`config.mk`:
```
export PLATFORM = sky130hd
export DESIGN_NAME = resonant_control_top
export DESIGN_NICKNAME = d
export VERILOG_FILES = /design/src/hw/converter_pkg.sv /design/src/hw/test_wave_source.sv /design/src/hw/adc_front_end.sv /design/src/hw/switching_law.sv /design/src/hw/bridge_driver.sv /design/src/hw/resonant_control_top.sv
export SDC_FILE = /design/constraint.sdc
export NUM_CORES = 1
export LEC_CHECK = 0
export BUFFER_PORTS_ARGS = -buffer_cell sky130_fd_sc_hd__buf_2
export CAP_MARGIN = 20
export CORE_AREA = 2 2 157 159
export DETAILED_ROUTE_END_ITERATION = 16
export DIE_AREA = 0 0 159 161
export PLACE_DENSITY = 0.77
export SYNTH_ARGS = -nofsm -noshare
export SYNTH_HDL_FRONTEND = slang
export SYNTH_SLANG_ARGS = --single-unit
```
`constraint.sdc`:
```
create_clock -name OSC -period 13.8 [get_ports OSC]
set_input_delay 0.69 -clock OSC [delete_from_list [all_inputs] [get_ports OSC]]
set_output_delay 0.69 -clock OSC [all_outputs]
set_load 0.005 [all_outputs]
```
`src/hw/converter_pkg.sv`:
```
// shared widths and sample types of the resonant converter control
// law coefficients and midscale level
// test waveform constants and the quarter-wave sine table
// pipeline alignment depths
package converter_pkg;

   // ==============================
   // sample widths and types
   // ==============================
   localparam int ADC_W = 14;

   // offset-binary word straight from the ADC
   typedef logic [ADC_W-1:0] adc_sample_t;
   // sample after midscale removal, one extra bit for the sign
   typedef logic signed [ADC_W:0] centered_t;
   typedef logic signed [31:0] product_t;

   // ==============================
   // switching law
   // ==============================
   localparam int MIDSCALE = 8191;
   // cos and sin of the switching angle, scaled by 1000
   localparam int C_THETA = -707;
   localparam int S_THETA = 707;

   // centring stage then product stage
   localparam int LAW_STAGES = 2;
   // input register plus the law, used to line up flags and enable
   localparam int ALIGN_STAGES = LAW_STAGES + 1;

   // ==============================
   // internal test waveform
   // ==============================
   localparam int WAVE_LEN = 200;
   localparam int QUARTER_LEN = 51;
   // quarter period, turns the sine into a cosine
   localparam int B_OFFSET = 50;
   localparam int SAMPLE_DIV = 10;

   typedef logic [7:0] phase_t;
   typedef logic [$clog2(QUARTER_LEN)-1:0] table_idx_t;
   typedef logic [$clog2(SAMPLE_DIV)-1:0] div_count_t;

   // round(8191 * sin(2*pi*k/200)) for the first quarter, k = 0 .. 50
   localparam adc_sample_t QUARTER_TABLE [QUARTER_LEN] = '{
      14'd0,    14'd257,  14'd514,  14'd771,  14'd1027, 14'd1281, 14'd1535, 14'd1787,
      14'd2037, 14'd2285, 14'd2531, 14'd2775, 14'd3015, 14'd3253, 14'd3488, 14'd3719,
      14'd3946, 14'd4170, 14'd4389, 14'd4604, 14'd4815, 14'd5020, 14'd5221, 14'd5417,
      14'd5607, 14'd5792, 14'd5971, 14'd6144, 14'd6311, 14'd6472, 14'd6627, 14'd6775,
      14'd6916, 14'd7050, 14'd7178, 14'd7298, 14'd7411, 14'd7517, 14'd7616, 14'd7707,
      14'd7790, 14'd7866, 14'd7934, 14'd7994, 14'd8046, 14'd8090, 14'd8126, 14'd8155,
      14'd8175, 14'd8187, 14'd8191
   };

endpackage

```
`src/hw/test_wave_source.sv`:
```
// internal quadrature test waveform
// sample strobe divider and phase counter
// quarter-wave table folded into a full sine and cosine
`timescale 1ns/1ps

module test_wave_source (
   input  logic                       OSC,
   input  logic                       i_rst,
   output converter_pkg::adc_sample_t o_wave_a,
   output converter_pkg::adc_sample_t o_wave_b
);

   converter_pkg::div_count_t div_cnt;
   logic                      sample_stb;
   converter_pkg::phase_t     phase_a;
   converter_pkg::phase_t     phase_b;

   // full-period sine from the quarter table, offset-binary around midscale
   function automatic converter_pkg::adc_sample_t fold_sine(input converter_pkg::phase_t p);
      converter_pkg::phase_t      half_p;
      converter_pkg::table_idx_t  idx;
      converter_pkg::adc_sample_t mag;
      logic                       lower;
      // second half period mirrors the first below midscale
      lower = (p >= converter_pkg::phase_t'(converter_pkg::WAVE_LEN / 2));
      if (lower) begin
         half_p = p - converter_pkg::phase_t'(converter_pkg::WAVE_LEN / 2);
      end else begin
         half_p = p;
      end
      // falling quarter reads the table backwards
      if (half_p >= converter_pkg::phase_t'(converter_pkg::QUARTER_LEN)) begin
         idx = converter_pkg::table_idx_t'(
            converter_pkg::phase_t'(converter_pkg::WAVE_LEN / 2) - half_p);
      end else begin
         idx = converter_pkg::table_idx_t'(half_p);
      end
      mag = converter_pkg::QUARTER_TABLE[idx];
      if (lower) begin
         return converter_pkg::adc_sample_t'(converter_pkg::MIDSCALE) - mag;
      end
      return converter_pkg::adc_sample_t'(converter_pkg::MIDSCALE) + mag;
   endfunction

   // ==============================
   // sample strobe
   // ==============================
   assign sample_stb = (div_cnt == converter_pkg::div_count_t'(converter_pkg::SAMPLE_DIV - 1));

   always_ff @(posedge OSC) begin
      if (i_rst) begin
         div_cnt <= '0;
      end else if (sample_stb) begin
         div_cnt <= '0;
      end else begin
         div_cnt <= div_cnt + 1'b1;
      end
   end

   // ==============================
   // phase counters
   // ==============================
   always_ff @(posedge OSC) begin
      if (i_rst) begin
         phase_a <= '0;
      end else if (sample_stb) begin
         if (phase_a == converter_pkg::phase_t'(converter_pkg::WAVE_LEN - 1)) begin
            phase_a <= '0;
         end else begin
            phase_a <= phase_a + 1'b1;
         end
      end
   end

   // channel B leads by a quarter period, wrapped into one period
   always_comb begin
      if (phase_a >=
          converter_pkg::phase_t'(converter_pkg::WAVE_LEN - converter_pkg::B_OFFSET)) begin
         phase_b = phase_a -
                   converter_pkg::phase_t'(converter_pkg::WAVE_LEN - converter_pkg::B_OFFSET);
      end else begin
         phase_b = phase_a + converter_pkg::phase_t'(converter_pkg::B_OFFSET);
      end
   end

   // registered table outputs
   always_ff @(posedge OSC) begin
      o_wave_a <= fold_sine(phase_a);
      o_wave_b <= fold_sine(phase_b);
   end

endmodule

```
`src/hw/adc_front_end.sv`:
```
// ADC input registers and out-of-range flags
// selection between ADC samples and the internal test pair
`timescale 1ns/1ps

module adc_front_end (
   input  logic                       OSC,
   input  logic                       i_rst,
   input  converter_pkg::adc_sample_t i_adc_a,
   input  converter_pkg::adc_sample_t i_adc_b,
   input  logic                       i_adc_a_or,
   input  logic                       i_adc_b_or,
   input  logic                       i_use_adc,
   input  converter_pkg::adc_sample_t i_wave_a,
   input  converter_pkg::adc_sample_t i_wave_b,
   output converter_pkg::adc_sample_t o_sample_a,
   output converter_pkg::adc_sample_t o_sample_b,
   output logic                       o_a_or,
   output logic                       o_b_or
);

   converter_pkg::adc_sample_t adc_a_q;
   converter_pkg::adc_sample_t adc_b_q;
   logic                       use_adc_q;

   // flag delay lines, same depth as input register plus the law
   logic [converter_pkg::ALIGN_STAGES-1:0] a_or_pipe;
   logic [converter_pkg::ALIGN_STAGES-1:0] b_or_pipe;

   // ==============================
   // input registers
   // ==============================
   always_ff @(posedge OSC) begin
      adc_a_q <= i_adc_a;
      adc_b_q <= i_adc_b;
   end

   // mode is sampled with the data so a switch lands on a sample boundary
   always_ff @(posedge OSC) begin
      if (i_rst) begin
         use_adc_q <= 1'b0;
      end else begin
         use_adc_q <= i_use_adc;
      end
   end

   // ==============================
   // out-of-range flags
   // ==============================
   // flags mean nothing for the test waveform
   always_ff @(posedge OSC) begin
      if (i_rst) begin
         a_or_pipe <= '0;
         b_or_pipe <= '0;
      end else begin
         a_or_pipe <= {a_or_pipe[converter_pkg::ALIGN_STAGES-2:0], i_adc_a_or & i_use_adc};
         b_or_pipe <= {b_or_pipe[converter_pkg::ALIGN_STAGES-2:0], i_adc_b_or & i_use_adc};
      end
   end

   assign o_a_or = a_or_pipe[converter_pkg::ALIGN_STAGES-1];
   assign o_b_or = b_or_pipe[converter_pkg::ALIGN_STAGES-1];

   // sample select, test pair is already registered at its source
   assign o_sample_a = use_adc_q ? adc_a_q : i_wave_a;
   assign o_sample_b = use_adc_q ? adc_b_q : i_wave_b;

endmodule

```
`src/hw/switching_law.sv`:
```
// hybrid switching law, two pipeline stages
// stage one removes midscale from both samples
// stage two forms the coefficient product difference and takes its sign
`timescale 1ns/1ps

module switching_law (
   input  logic                       OSC,
   input  logic                       i_rst,
   input  converter_pkg::adc_sample_t i_sample_a,
   input  converter_pkg::adc_sample_t i_sample_b,
   output logic                       o_sigma,
   output logic                       o_sync
);

   converter_pkg::centered_t cent_a;
   converter_pkg::centered_t cent_b;
   converter_pkg::product_t  law_diff;

   // ==============================
   // stage one, centring
   // ==============================
   // offset binary to signed, range -8191 .. +8192
   always_ff @(posedge OSC) begin
      if (i_rst) begin
         cent_a <= '0;
         cent_b <= '0;
      end else begin
         cent_a <= converter_pkg::centered_t'({1'b0, i_sample_a}) -
                   converter_pkg::centered_t'(converter_pkg::MIDSCALE);
         cent_b <= converter_pkg::centered_t'({1'b0, i_sample_b}) -
                   converter_pkg::centered_t'(converter_pkg::MIDSCALE);
      end
   end

   // ==============================
   // stage two, law and decision
   // ==============================
   // worst case magnitude is about 1.2e7, far inside 32 bits
   always_comb begin
      law_diff = converter_pkg::product_t'(cent_a) *
                 converter_pkg::product_t'(converter_pkg::C_THETA) -
                 converter_pkg::product_t'(cent_b) *
                 converter_pkg::product_t'(converter_pkg::S_THETA);
   end

   // sigma set while the trajectory is on the negative side of the line
   always_ff @(posedge OSC) begin
      if (i_rst) begin
         o_sigma <= 1'b0;
         o_sync  <= 1'b0;
      end else begin
         o_sigma <= law_diff[$bits(converter_pkg::product_t)-1];
         // scope trigger, A below midscale
         o_sync  <= cent_a[converter_pkg::ADC_W];
      end
   end

endmodule

```
`src/hw/bridge_driver.sv`:
```
// complementary bridge gate drive from sigma
// converter on and out-of-range indicators
`timescale 1ns/1ps

module bridge_driver (
   input  logic OSC,
   input  logic i_rst,
   input  logic i_sigma,
   input  logic i_enable,
   input  logic i_a_or,
   input  logic i_b_or,
   output logic o_gate_hi,
   output logic o_gate_lo,
   output logic o_led_on,
   output logic o_led_a_or,
   output logic o_led_b_or
);

   // enable travels with the sample it was applied with
   logic [converter_pkg::ALIGN_STAGES-1:0] en_pipe;
   logic                                  en_aligned;

   assign en_aligned = en_pipe[converter_pkg::ALIGN_STAGES-1];

   always_ff @(posedge OSC) begin
      if (i_rst) begin
         en_pipe    <= '0;
         o_gate_hi  <= 1'b0;
         o_gate_lo  <= 1'b0;
         o_led_on   <= 1'b0;
         o_led_a_or <= 1'b0;
         o_led_b_or <= 1'b0;
      end else begin
         en_pipe    <= {en_pipe[converter_pkg::ALIGN_STAGES-2:0], i_enable};
         // both legs off when disabled, never both on
         o_gate_hi  <= i_sigma & en_aligned;
         o_gate_lo  <= ~i_sigma & en_aligned;
         o_led_on   <= en_aligned;
         o_led_a_or <= i_a_or & en_aligned;
         o_led_b_or <= i_b_or & en_aligned;
      end
   end

endmodule

```
`src/hw/resonant_control_top.sv`:
```
// resonant converter switching-law controller, top level
// test source, ADC front end, switching law and bridge driver
`timescale 1ns/1ps

module resonant_control_top (
   input  converter_pkg::adc_sample_t i_adc_a,
   input  converter_pkg::adc_sample_t i_adc_b,
   input  logic                       i_adc_a_or,
   input  logic                       i_adc_b_or,
   input  logic                       i_use_adc,
   input  logic                       i_enable,
   input  logic                       OSC,
   input  logic                       i_rst,
   output logic                       o_gate_hi,
   output logic                       o_gate_lo,
   output logic                       o_led_on,
   output logic                       o_led_a_or,
   output logic                       o_led_b_or,
   output logic                       o_sync
);

   converter_pkg::adc_sample_t wave_a;
   converter_pkg::adc_sample_t wave_b;
   converter_pkg::adc_sample_t sample_a;
   converter_pkg::adc_sample_t sample_b;
   logic                       a_or;
   logic                       b_or;
   logic                       sigma;

   test_wave_source test_wave_source_i (
      .OSC      (OSC),
      .i_rst    (i_rst),
      .o_wave_a (wave_a),
      .o_wave_b (wave_b)
   );

   // ==============================
   // sample path
   // ==============================
   adc_front_end adc_front_end_i (
      .OSC        (OSC),
      .i_rst      (i_rst),
      .i_adc_a    (i_adc_a),
      .i_adc_b    (i_adc_b),
      .i_adc_a_or (i_adc_a_or),
      .i_adc_b_or (i_adc_b_or),
      .i_use_adc  (i_use_adc),
      .i_wave_a   (wave_a),
      .i_wave_b   (wave_b),
      .o_sample_a (sample_a),
      .o_sample_b (sample_b),
      .o_a_or     (a_or),
      .o_b_or     (b_or)
   );

   switching_law switching_law_i (
      .OSC        (OSC),
      .i_rst      (i_rst),
      .i_sample_a (sample_a),
      .i_sample_b (sample_b),
      .o_sigma    (sigma),
      .o_sync     (o_sync)
   );

   // gate drive and indicators
   bridge_driver bridge_driver_i (
      .OSC        (OSC),
      .i_rst      (i_rst),
      .i_sigma    (sigma),
      .i_enable   (i_enable),
      .i_a_or     (a_or),
      .i_b_or     (b_or),
      .o_gate_hi  (o_gate_hi),
      .o_gate_lo  (o_gate_lo),
      .o_led_on   (o_led_on),
      .o_led_a_or (o_led_a_or),
      .o_led_b_or (o_led_b_or)
   );

endmodule

```
# Word level (Yosys, flattened, before mapping)

Memories as Yosys holds them, arrays and structs flattened.
Index checks and enable logic that the tools add are counted.

Register bits after elaboration: 115
Latch bits: 0
Memory bits (writable): 0
ROM bits: 1,792
Input bits: 34
Logic and storage cells: 75
Memories kept: 2

Memories:

| name             | words | bits a word | rd ports | clocked after memory_dff | write ports | RTL line               | source |
|---|---|---|---|---|---|---|---|
| (name not given) | 64    | 14          | 1        | 0                        | 0           | test_wave_source.sv:38 | `mag = converter_pkg::QUARTER_TABLE[idx];` |
| (name not given) | 64    | 14          | 1        | 0                        | 0           | test_wave_source.sv:38 |  |

Add/subtract/negate cells: 15
Multiply operators: 2
Divide/modulo/power cells: 0
Magnitude comparators: 7
Equality and inequality tests: 2
Shift operators: 0
Mux-type cells: 18
Bitwise gates (word level): 9
Reduce and logical (&&, ||, !) cells: 1

Operators with widths:

| operator                 | number |
|---|---|
| $mux W14                 | 10 |
| $mul A15 B11 Y26 const B | 2 |
| $mux W8                  | 4 |
| $sub A32 B32 Y32         | 1 |
| $sub A14 B13 Y15 const B | 2 |
| $add A13 B14 Y14 const A | 2 |
| $sub A13 B14 Y14 const A | 2 |
| $ge A8 B6 Y1 const B     | 2 |
| $ge A8 B7 Y1 const B     | 2 |
| $sub A8 B7 Y8 const B    | 2 |
| $ge A7 B7 Y1 const B     | 2 |
| $not A6 Y7               | 2 |
| $mux W6                  | 2 |
| $sub A6 B6 Y6 const A    | 2 |
| $add A8 B1 Y8 const B    | 1 |
| $add A8 B6 Y8 const B    | 1 |
| $eq A8 B8 Y1 const B     | 1 |
| $ge A8 B8 Y1 const B     | 1 |
| $sub A8 B8 Y8 const B    | 1 |
| $and A1 B1 Y1            | 6 |
| $add A4 B1 Y4 const B    | 1 |
| $eq A4 B4 Y1 const B     | 1 |
| $mux W1                  | 2 |
| $reduce_or A2 Y1         | 1 |
| $not A1 Y1               | 1 |

# Logic depth before layout (Yosys ltp)

Gate-level depths: netlist (run 1).

Word-level depth: 13
Mapped depth: 34
Gate-level depth less buffers: 34

# Hierarchy

From an unflattened synthesis (run 1), not the netlist that was laid out.

Cells, all modules: 1,562
Area total of the unflattened synthesis: 14,378.8 um^2

By module, submodules not included:

| module           | times used | cells each | area an instance (um^2) |
|---|---|---|---|
| switching_law    | 1          | 790        | 7,850.0 |
| test_wave_source | 1          | 683        | 5,104.9 |
| adc_front_end    | 1          | 73         | 1,191.1 |
| bridge_driver    | 1          | 16         | 232.7 |

# Least setup slack after synthesis (run 1)

OpenSTA, ideal clock, no wires.

Path kind: register -> register
From: register switching_law_i.cent_a[2]
To: register switching_law_i.o_sigma
Setup time: 0.074 ns
Data arrival time: 6.212 ns
Data required time: 13.726 ns
Slack: 7.514 ns
Stages on the path, launching flop included: 35
Buffers on the path: 0
Cell sequence: dfxtp_1 > inv_1 > fa_1 > inv_1 > ha_1 > ha_1 > inv_1 > fa_1 > inv_1 > fa_1 > ha_1 > nor2b_1 > o21ai_0 > a21boi_0 > o21ai_0 > a21boi_0 > o21ai_0 > a21boi_0 > o21ai_0 > a21boi_0 > o21ai_0 > nor2b_1 > xnor2_1 > ha_1 > a21oi_1 > nor2b_1 > o21ai_0 > nand2b_1 > a21oi_1 > nor2b_1 > o21ai_0 > nand2b_1 > a221oi_1 > o21ai_0 > o21ai_0

Cells in the longest elaborated chain, start to end: 2

RTL lines:

| item                     | RTL line            | source |
|---|---|---|
| start: declaration       | switching_law.sv:15 | `converter_pkg::centered_t cent_a;` |
| start signal: assignment | switching_law.sv:28 | `cent_a <= converter_pkg::centered_t'({1'b0, i_sample_a}) -` |
| $mul A15 B11 Y26         | switching_law.sv:40 | `law_diff = converter_pkg::product_t'(cent_a) *` |
| $sub A32 B32 Y32         | switching_law.sv:41 | `converter_pkg::product_t'(converter_pkg::C_THETA) -` |
| end signal: assignment   | switching_law.sv:52 | `o_sigma <= law_diff[$bits(converter_pkg::product_t)-1];` |
| end: declaration         | switching_law.sv:11 | `output logic o_sigma,` |

Every way passes these cells.
A chain may end at the register's enable or synchronous reset.

# Worst setup path after layout (run 1)

Ends and elaborated chain as after synthesis.

==> results.md, run 1 <==
* R2R Setup Slk at 6.48 ns
* Clock edge transition at the registers on the reported setup and hold paths at 0.07 ns
* Syn Nets at 2045
* WL final at 32800 um
* Power per Cell Area at 212 nW/um2
* Nets at 2041
* Global route total overflow at 0
* # port buffers at 39
* Critical Path RT at 14.16 ns
* Sequential share of the synthesized area at 16.2%
* Worst reg2reg path depth at 34
* Vias in the first global route at 11800
* Hold depth at 1
* Core Footprint at 24000 um2
* Minimum clock period at 7.32 ns
* Worst Setup End Kind: flip-flop
* Hold Path Class: in -> reg
* Hold Crit Endpoint: adc_front_end_i.adc_a_q[3]
* Num ports at 40
* Post-Syn Instances at 1705
* Root Buffer: clkbuf_16
* Finished Layout Cells at 2038
* CTS tree: yes
* Diode count at 0
* Crit share post-route at 53.1%
* TritonRoute pass-1 iters at 7
* Most frequent cell after synthesis: inv_1
* Crit path DAT at 7.68 ns
* Synth top area cells: ha_1 (18%), dfxtp_1 (16%), fa_1 (15%)
* Total vias in the final route at 11900
* Synth Flop Type: dfxtp_1
* Max stage delay on crit path at 0.56 ns
* RR Endpoint: switching_law_i.o_sigma
* Mean Syn Cell Area at 8.34 um2
* Top cells by instance count after synthesis: inv_1 (272), ha_1 (201), nor2_1 (124)
* Hold path startpoint: i_adc_a[3]
* Maximum vdd drop at 0.270 mV
* Worst r2r src: switching_law_i.cent_a[2]
* Critical Path Start Type: flip-flop
* Fraction of layout instances using a drive strength above 1 at 7.88%
* Antenna violations before repair at 0
* RD Place Congestion at 0.902
* Max cap viols at 0
* Final Max Tran Viols at 0
* Htree depth at 4
* FP Rows at 57
* Storage cell area at 2300 um2
* Final Skew at 0.0166 ns
* Run status: finished clean
* Setup-failing EPs final at 0
* First-iteration detailed-routing DRC count at 988
* RSZ-0062 raised after global routing: false
* Multi-input gate area at 10500 um2
* Number of synthesized flops with an enable pin at 0
* # clock sinks at 115
* TNS Setup at 0 ns
* Hold Vio Cnt, Final at 0
* HPWL Detailed at 24900 um
* Total CTS buffers at 17
* Fmax at 0.137 GHz
* Post-synthesis cell area at 14200 um2
* DIE HEIGHT at 161 um
* DRC viols at 0
* WS Path Type: reg -> reg
* Slowest-stage cell, CP: fa_1
* Post-synthesis register bit count at 115
* Hold-fix buffers, CTS at 0
* First-pass GRT wire length at 56000 um
* Origin of the worst setup path: switching_law_i.cent_a[2]
* Ys async rst share at 0%
* Later-pin clock latency in the skew report at 0.43 ns
* Setup repair bufs after CTS at 0
* P&R area growth vs syn at 6.74%
* Die Width at 159 um
* Gr usage total at 26.4%
* Placed Cells incl. Taps at 2006
* Clock buffer depth at 2
* Wirelength per Cell at 16.1 um
* Antenna Nets Post-Route at 0
* Most used cell, CP: o21ai_0
* Final Core Density at 63.3%
* Total die area at 25600 um2
* Yosys warns at 0
* Post_cts resized at 0
* Static leakage power at 0.00730 uW
* CP max FO at 4
* Pin count of the biggest net entering global routing at 44
* Vias per std cell at 5.82
* Initial Util at 59.3%
* Netlist cell types at 85
* Area leader, netlist: ha_1
* Slew headroom at 23.1%
* Slew @ Worst Pin at 1.15 ns
* Number of fill cells at 2065
* Top cell type's share of synthesized area at 17.7%
[per-stage QoR]
| step | hold slack [ns] | area [um2] | power (uW) | worst slack [ns] |
|---|---|---|---|---|
| final | 0.364 | 15200 | 3220 | 6.48 |
| after global routing | 0.354 | 15200 | 3650 | 5.75 |
| after CTS | 0.356 | 15200 | 3230 | 6.57 |
| after detailed placement | 0.418 | 14500 | 2720 | 6.61 |
| after global placement | 0.424 | 14500 | 2640 | 6.99 |
| after floorplan | 0.383 | 14200 | 2250 | 7.51 |
[power by group]
part	leakage [uW]	internal, uW	switching [uW]	total [uW]
sequential	0.000950	348	24.9	373
combinational	0.00605	1080	1290	2370
clock	0.000305	305	179	484
total	0.00730	1740	1490	3220
[worst max-delay path by stage]
| stage | end | slack [ns] | cells past startpoint |
|---|---|---|---|
| floorplan | switching_law_i.o_sigma | 7.51 | 34 |
| global placement | switching_law_i.o_sigma | 6.99 | 34 |
| detailed placement | switching_law_i.o_sigma | 6.61 | 34 |
| global route | switching_law_i.o_sigma | 5.75 | 34 |
| CTS | switching_law_i.o_sigma | 6.57 | 34 |
| finish | switching_law_i.o_sigma | 6.48 | 34 |
[state kept, by name, indices dropped and copies added (netlist names)]
name                         count
adc_front_end_i.b_or_pipe        3
bridge_driver_i.o_led_b_or       1
adc_front_end_i.a_or_pipe        3
bridge_driver_i.o_gate_lo        1
switching_law_i.o_sync           1
test_wave_source_i.phase_a       8
bridge_driver_i.en_pipe          3
test_wave_source_i.div_cnt       4
switching_law_i.cent_b          15
adc_front_end_i.use_adc_q        1
bridge_driver_i.o_led_a_or       1
switching_law_i.o_sigma          1
switching_law_i.cent_a          15
adc_front_end_i.adc_a_q         14
test_wave_source_i.o_wave_a     14
test_wave_source_i.o_wave_b     14
adc_front_end_i.adc_b_q         14
bridge_driver_i.o_gate_hi        1
bridge_driver_i.o_led_on         1
[layout make-up]
class                      instances  share of cell area [%]
sequential                       115                    15.2
multi-input combinational       1244                    69.5
timing repair buffer              48                    1.73
tap                              324                    2.67
clock buffer                      18                    2.83
inverter                         275                    6.80
clock inverter                    14                    1.34
[routing by layer]
layer / global-route usage, % / share of wire (%) / vias to the layer above
met5: 0 / 0 / -
met4: 8.84 / 2.6 / 0
met3: 3.11 / 4.2 / 69
met2: 47.0 / 49 / 324
met1: 33.5 / 44 / 5697
li1: - / - / 5773
[cell families after synthesis]
family	share of synthesized area [%]
simple gates	14.7
compound gates	17.4
buf+inv	9.72
fa+ha+maj	32.5
flops	16.2
xor+xnor	6.52
mux	3.07
[placed cells by master, fill, tap and decap left out, types with 6 or more instances in the layout]
cell type,instances
xnor2_1,69
nand2b_1,16
o21a_1,9
inv_1,272
nand4_1,13
o211ai_1,13
buf_2,39
clkbuf_16,17
mux2i_1,29
a31oi_1,12
dfxtp_1,114
or2_2,14
xor2_1,35
o21ai_0,78
a311oi_1,7
a21oi_1,88
buf_4,9
nor2b_1,22
nand3_1,41
ha_1,201
a22oi_1,6
nor4_1,9
fa_1,105
mux2_2,13
nor3_1,39
o31ai_1,9
and2_1,13
a221oi_1,9
nand2_1,109
o32ai_1,7
a21boi_0,6
a211oi_1,13
a21o_1,22
and3_1,10
nor2_1,124
[worst max-delay path, delay by kind of cell, from the launching register on]
| family | cells | cell delay [ns] |
|---|---|---|
| AO/OA/AOI/OAI | 16 | 3.07 |
| adder cells (fa/ha/maj) | 7 | 2.72 |
| AND/OR/NAND/NOR | 6 | 0.63 |
| flip-flops | 1 | 0.41 |
| buffers and inverters | 4 | 0.28 |
| XOR/XNOR | 1 | 0.14 |
No activity file was read; power rests on OpenSTA's default activity.
==> run 2: changes to the inputs <==
CORE_AREA = 2 2 159 161   (was 2 2 157 159)
DIE_AREA = 0 0 161 163   (was 0 0 159 161)
PLACE_DENSITY = 0.78   (was 0.77)
clock period = 6.3 ns   (was 13.8 ns; I/O delays follow)
==> results.md, run 2 (synthesis gave the netlist of run 1 again) <==
* Met1 Usage GRT at 33.6% (+0.050 points)
* Clock power frac at 12.7% (-2.3 points)
* Int Pwr at 4430 uW (+160%)
* Core Footprint at 24700 um2 (+3.0%)
* Final Core Density at 65.9% (+2.6 points)
* Antenna violations before repair at 1 (+1)
* Number of fill cells at 1944 (-5.9%)
* Comb power frac at 77.4% (+4.0 points)
* Total CTS buffers at 17 (unchanged)
* Power per Cell Area at 502 nW/um2 (+140%)
* Fraction of layout instances using a drive strength above 1 at 14.0% (+6.1 points)
* Run status: finished clean
* Hold Vio Cnt, Final at 0 (unchanged)
* Total vias in the final route at 12300 (+4.1%)
* TNS Setup at 0 ns (unchanged)
* CP max FO at 4 (unchanged)
* Busiest grt layer: met2
* Largest registers: switching_law_i.cent_a (15), switching_law_i.cent_b (15)
* CTS tree: yes
* Initial Util at 57.6% (-1.7 points)
* Seq pwr share at 9.9% (-1.7 points)
* DIE HEIGHT at 163 um (+1.2%)
* RSZ-0062 raised after global routing: true
* Minimum clock period at 6.18 ns (-1.14 ns)
* Worst Setup End Kind: flip-flop
* Wirelength per Cell at 16.2 um (+0.96%)
* First-iteration detailed-routing DRC count at 1111 (+12%)
* Commonest cells after routing, fill and taps aside: inv_1 (268), ha_1 (196), nor2_1 (123)
* Most common cell after layout, fill and taps aside: inv_1
* RD Place Congestion at 0.950 (+5.3%)
* Fin worst setup slack at 0.117 ns (-6.36 ns)
* # port buffers at 39 (unchanged)
* Crit share post-route at 98.1% (+45 points)
* WL final at 35000 um (+6.9%)
* Overall Power at 8150 uW (+150%)
* Max cap viols at 0 (unchanged)
* Maximum vdd drop at 0.778 mV (+190%)
* Vias per std cell at 5.72 (-1.7%)
* Final Max Tran Viols at 0 (unchanged)
* Fmax at 0.162 GHz (+18%)
* Static leakage power at 0.00784 uW (+7.4%)
* Critical Path RT at 6.66 ns (-7.50 ns)
* WS Path Type: reg -> reg
* Nets at 2153 (+5.5%)
* Antenna Nets Post-Route at 0 (unchanged)
* Crit path DAT at 6.55 ns (-1.13 ns)
* Switching Share at 45.6% (-0.54 points)
* HPWL Detailed at 25800 um (+3.4%)
* Die Width at 161 um (+1.3%)
* Clock edge transition at the registers on the reported setup and hold paths at 0.06 ns (about the same)
* Root Buffer: clkbuf_16
* Critical Path Start Type: flip-flop
* Clock buffer depth at 2 (unchanged)
* First-pass GRT wire length at 58900 um (+5.2%)
* Hold Path Class: in -> reg
* GR Util met2 at 49.6% (+2.7 points)
* FP Rows at 58 (+1.8%)
* Pre-CTS setup slack at -0.477 ns (-7.08 ns)
* Max stage delay on crit path at 0.55 ns (about the same)
* GR Util met3 at 4.00% (+0.89 points)
* # clock sinks at 115 (unchanged)
* Slew @ Worst Pin at 1.01 ns (-0.141 ns)
* Vias in the first global route at 12400 (+5.5%)
* Global route total overflow at 0 (unchanged)
* Slew headroom at 32.7% (+9.7 points)
* Total die area at 26200 um2 (+2.5%)
* Htree depth at 4 (unchanged)
* Pin count of the biggest net entering global routing at 44 (unchanged)
* Slowest-stage cell, CP: fa_1
* Placed Cells incl. Taps at 2073 (+3.3%)
* Final Skew at 0.0122 ns (-0.00444 ns)
* P&R area growth vs syn at 14.3%
* Later-pin clock latency in the skew report at 0.44 ns (about the same)
* Num ports at 40 (unchanged)
* Gr usage total at 27.4% (+0.94 points)
* P_sw at 3720 uW (+150%)
* TritonRoute pass-1 iters at 6 (-1)
* DRC viols at 0 (unchanged)
* Setup-failing EPs final at 0 (unchanged)
* Most used cell, CP: buf_4
* Finished Layout Cells at 2157 (+5.8%)
run 2: changes by cell type in the layout (fill, tap and decap cells not counted), sizes merged:
cell	before	now
dlygate4sd3	0	28
diode	0	1
clkinvlp	1	2
buf	48	132
bufinv	4	3
run 2: final timing paths:
check             depth (start not counted)                         end  slack, ns                    startpoint
setup / recovery                         34     switching_law_i.o_sigma       0.12     switching_law_i.cent_a[3]
hold reg to reg                           1  bridge_driver_i.o_led_a_or       0.42  adc_front_end_i.a_or_pipe[2]
setup reg to reg                         34     switching_law_i.o_sigma       0.12     switching_law_i.cent_a[3]
hold / removal                            2  bridge_driver_i.en_pipe[0]       0.09                      i_enable
run 2: what timing repair did:
action                                  4_1_cts  5_1_grt
resized for setup                            15       42
hold buffers                                 28        0
endpoints found under the setup margin        1        1
setup buffers                                19        4
endpoints found under the hold margin        28        0
pin swaps                                    14       32
run 2: area by class of cell:
class	count	area, um2	area share [%]
diodes	1	2.50	0.0154
clock buffers	18	439	2.70
clock inverters	14	176	1.09
inverters	275	1030	6.37
multi-input cells	1244	10700	65.9
flip-flops and latches	115	2310	14.2
well taps	330	413	2.54
repair buffers	160	1180	7.24
run 2: through the flow:
stage	cell area, um2	hold WS, ns
2_1_floorplan	14200	0.343
3_3_place_gp	15000	0.417
3_5_place_dp	15000	0.415
4_1_cts	16100	0.0871
5_1_grt	16300	0.0982
6_report	16300	0.0942
run 2: routing by layer:
layer	vias to the layer above	part of all wire (%)
met1	5839	42
met5	-	0
li1	6013	-
met3	88	5.4
met4	0	2.6
met2	407	50
run 2: power groups by stage:
stage | Combinational [uW] | Sequential, uW | Clock (uW)
floorplan | 4110 | 810 | 0
global placement | 5120 | 817 | 0
detailed placement | 5290 | 818 | 0
CTS | 5670 | 803 | 1030
global route | 7200 | 808 | 1070
finish | 6310 | 804 | 1040
run 2: critical path, delay by kind of cell, from the launching register on:
family / cells / cell delay [ns]
buffers and inverters: 16 / 1.66
DFF: 1 / 0.35
and+or+nand+nor: 2 / 0.25
adders and majority gates: 7 / 2.64
AOI/OAI and AO/OA: 9 / 1.22
==> run 3: changes to the inputs <==
CORE_AREA = 2 2 139 276   (was 2 2 159 161)
DIE_AREA = 0 0 141 278   (was 0 0 161 163)
PLACE_DENSITY = default   (was 0.78)
==> results.md, run 3 (synthesis gave the netlist of run 1 again) <==
* Gr usage total at 20.5% (-6.9 points)
* Slew @ Worst Pin at 0.992 ns (-0.0169 ns)
* Static leakage power at 0.00783 uW (-0.15%)
* Setup-failing EPs final at 0 (unchanged)
* Hold Path Class: in -> reg
* Htree depth at 4 (unchanged)
* Global route total overflow at 0 (unchanged)
* Commonest cells after routing, fill and taps aside: inv_1 (270), ha_1 (198), nor2_1 (122)
* Slowest-stage cell, CP: fa_1
* Fmax at 0.165 GHz (+2.3%)
* First-iteration detailed-routing DRC count at 429 (-61%)
* Pin count of the biggest net entering global routing at 44 (unchanged)
* Max cap viols at 0 (unchanged)
* DRC viols at 0 (unchanged)
* Initial Util at 38.3% (-19 points)
* Placed cell area at 15300 um2 (+1.8%)
* Maximum vdd drop at 0.525 mV (-32%)
* CP delay by family, top: adder cells
* Final Max Tran Viols at 0 (unchanged)
* Vias per std cell at 5.43 (-5.1%)
* Power per Cell Area at 477 nW/um2 (-4.9%)
* Crit share post-route at 95.9% (-2.2 points)
* TritonRoute pass-1 iters at 5 (-1)
* Finished Layout Cells at 2278 (+5.6%)
* Most common cell after layout, fill and taps aside: inv_1
* Vias in the first global route at 13300 (+6.7%)
* Pre-CTS setup slack at -0.407 ns (+0.0708 ns)
* Total die area at 39200 um2 (+49%)
* HPWL Detailed at 32700 um (+27%)
* Hold Vio Cnt, Final at 0 (unchanged)
* Minimum clock period at 6.04 ns (-0.140 ns)
* CP max FO at 2 (-2)
* Num ports at 40 (unchanged)
* Clock edge transition at the registers on the reported setup and hold paths at 0.07 ns (about the same)
* DIE HEIGHT at 278 um (+71%)
* Final Skew at 0.0153 ns (+0.00308 ns)
* Antenna Nets Post-Route at 0 (unchanged)
* Total CTS buffers at 17 (unchanged)
* Nets at 2146 (-0.33%)
* Buf+Inv Stages, Crit Path at 4 (-12)
* Worst Setup End Kind: flip-flop
* Later-pin clock latency in the skew report at 0.43 ns (about the same)
* Min Hold Slack at 0.0301 ns (-0.0641 ns)
* Fin worst setup slack at 0.257 ns (+0.140 ns)
* WS Path Type: reg -> reg
* Root Buffer: clkbuf_16
* Wirelength per Cell at 17.4 um (+6.8%)
* CTS tree: yes
* TNS Setup at 0 ns (unchanged)
* Storage cell area at 2310 um2 (unchanged)
* Diode count at 0 (-1)
* Antenna violations before repair at 0 (-1)
* WL final at 39500 um (+13%)
* Clock buffer depth at 2 (unchanged)
* Critical Path RT at 6.66 ns (about the same)
* Total vias in the final route at 12400 (+0.24%)
* Slew headroom at 33.5% (+0.80 points)
* Most used cell, CP: o21ai_1
* Finished Cell Area at 16300 um2 (+0.42%)
* First-pass GRT wire length at 64200 um (+9.0%)
* P&R area growth vs syn at 14.8%
* Worst reg2reg path depth at 34 (unchanged)
* # port buffers at 39 (unchanged)
* Die Width at 141 um (-12%)
* Hold depth at 1 (-1)
* # clock sinks at 115 (unchanged)
* Placed Cells incl. Taps at 2214 (+6.8%)
* Multi-input gate area at 10700 um2 (-0.20%)
* Max stage delay on crit path at 0.54 ns (about the same)
* Stages on worst setup path at 34 (unchanged)
* Number of fill cells at 3623 (+86%)
* Core Footprint at 37200 um2 (+51%)
* RSZ-0062 raised after global routing: true
* Crit path DAT at 6.40 ns (-0.15 ns)
* Run status: finished clean
* FP Rows at 100 (+72%)
* Fraction of layout instances using a drive strength above 1 at 13.4% (-0.61 points)
* RD Place Congestion at 0.941 (-0.95%)
* Largest registers: switching_law_i.cent_a (15), switching_law_i.cent_b (15)
* Critical Path Start Type: flip-flop
run 3: timing repair:
item	in CTS	in global routing
gates resized for setup	13	35
buffers inserted	1	3
hold buffers	27	0
endpoints found under the setup margin	1	1
endpoints found under the hold margin	27	0
pin swaps	4	26
run 3: path summary, 6_finish.rpt:
check                                              endpoint                         start  slack, ns
worst min-delay path            adc_front_end_i.adc_a_q[11]                   i_adc_a[11]       0.03
worst max register to register      switching_law_i.o_sigma     switching_law_i.cent_a[2]       0.26
worst max-delay path                switching_law_i.o_sigma     switching_law_i.cent_a[2]       0.26
worst min register to register   bridge_driver_i.o_led_b_or  adc_front_end_i.b_or_pipe[2]       0.43
run 3: final cells by class:
class / count / share of cell area, %
clock buffer: 17 / 2.61
clock inverter: 15 / 1.04
inverter: 275 / 6.32
multi-input combinational: 1244 / 65.5
sequential: 115 / 14.1
tap: 459 / 3.52
timing repair buffer: 153 / 6.93
run 3: stage by stage:
stage	utilization (%)	total power [uW]
detailed placement	41.1	6300
global placement	41.1	6190
floorplan	-	4920
finish	43.9	7790
CTS	43.5	7380
global route	43.9	8670
run 3: worst register-to-register path, delay by kind of cell (launching register included):
kind                     cells  cell delay (ns)
flip-flops                   1             0.33
AND/OR/NAND/NOR              6             0.55
adder cells (fa/ha/maj)      7             2.72
XOR/XNOR                     1             0.13
AO/OA/AOI/OAI               16             2.04
buffers and inverters        4             0.21
run 3: power by group:
part	switching, uW	leakage, uW	internal (uW)
clock	394	0.000293	594
combinational	3200	0.00659	2800
sequential	33.9	0.000951	763
run 3: metal layers:
metal / wire length (um) / vias up / global-route usage [%]
li1: - / 5985 / -
met3: 871 / 155 / 1.89
met1: 12500 / 5923 / 17.5
met2: 23300 / 314 / 42.8
met4: 2830 / 0 / 13.8
met5: 0 / - / 0
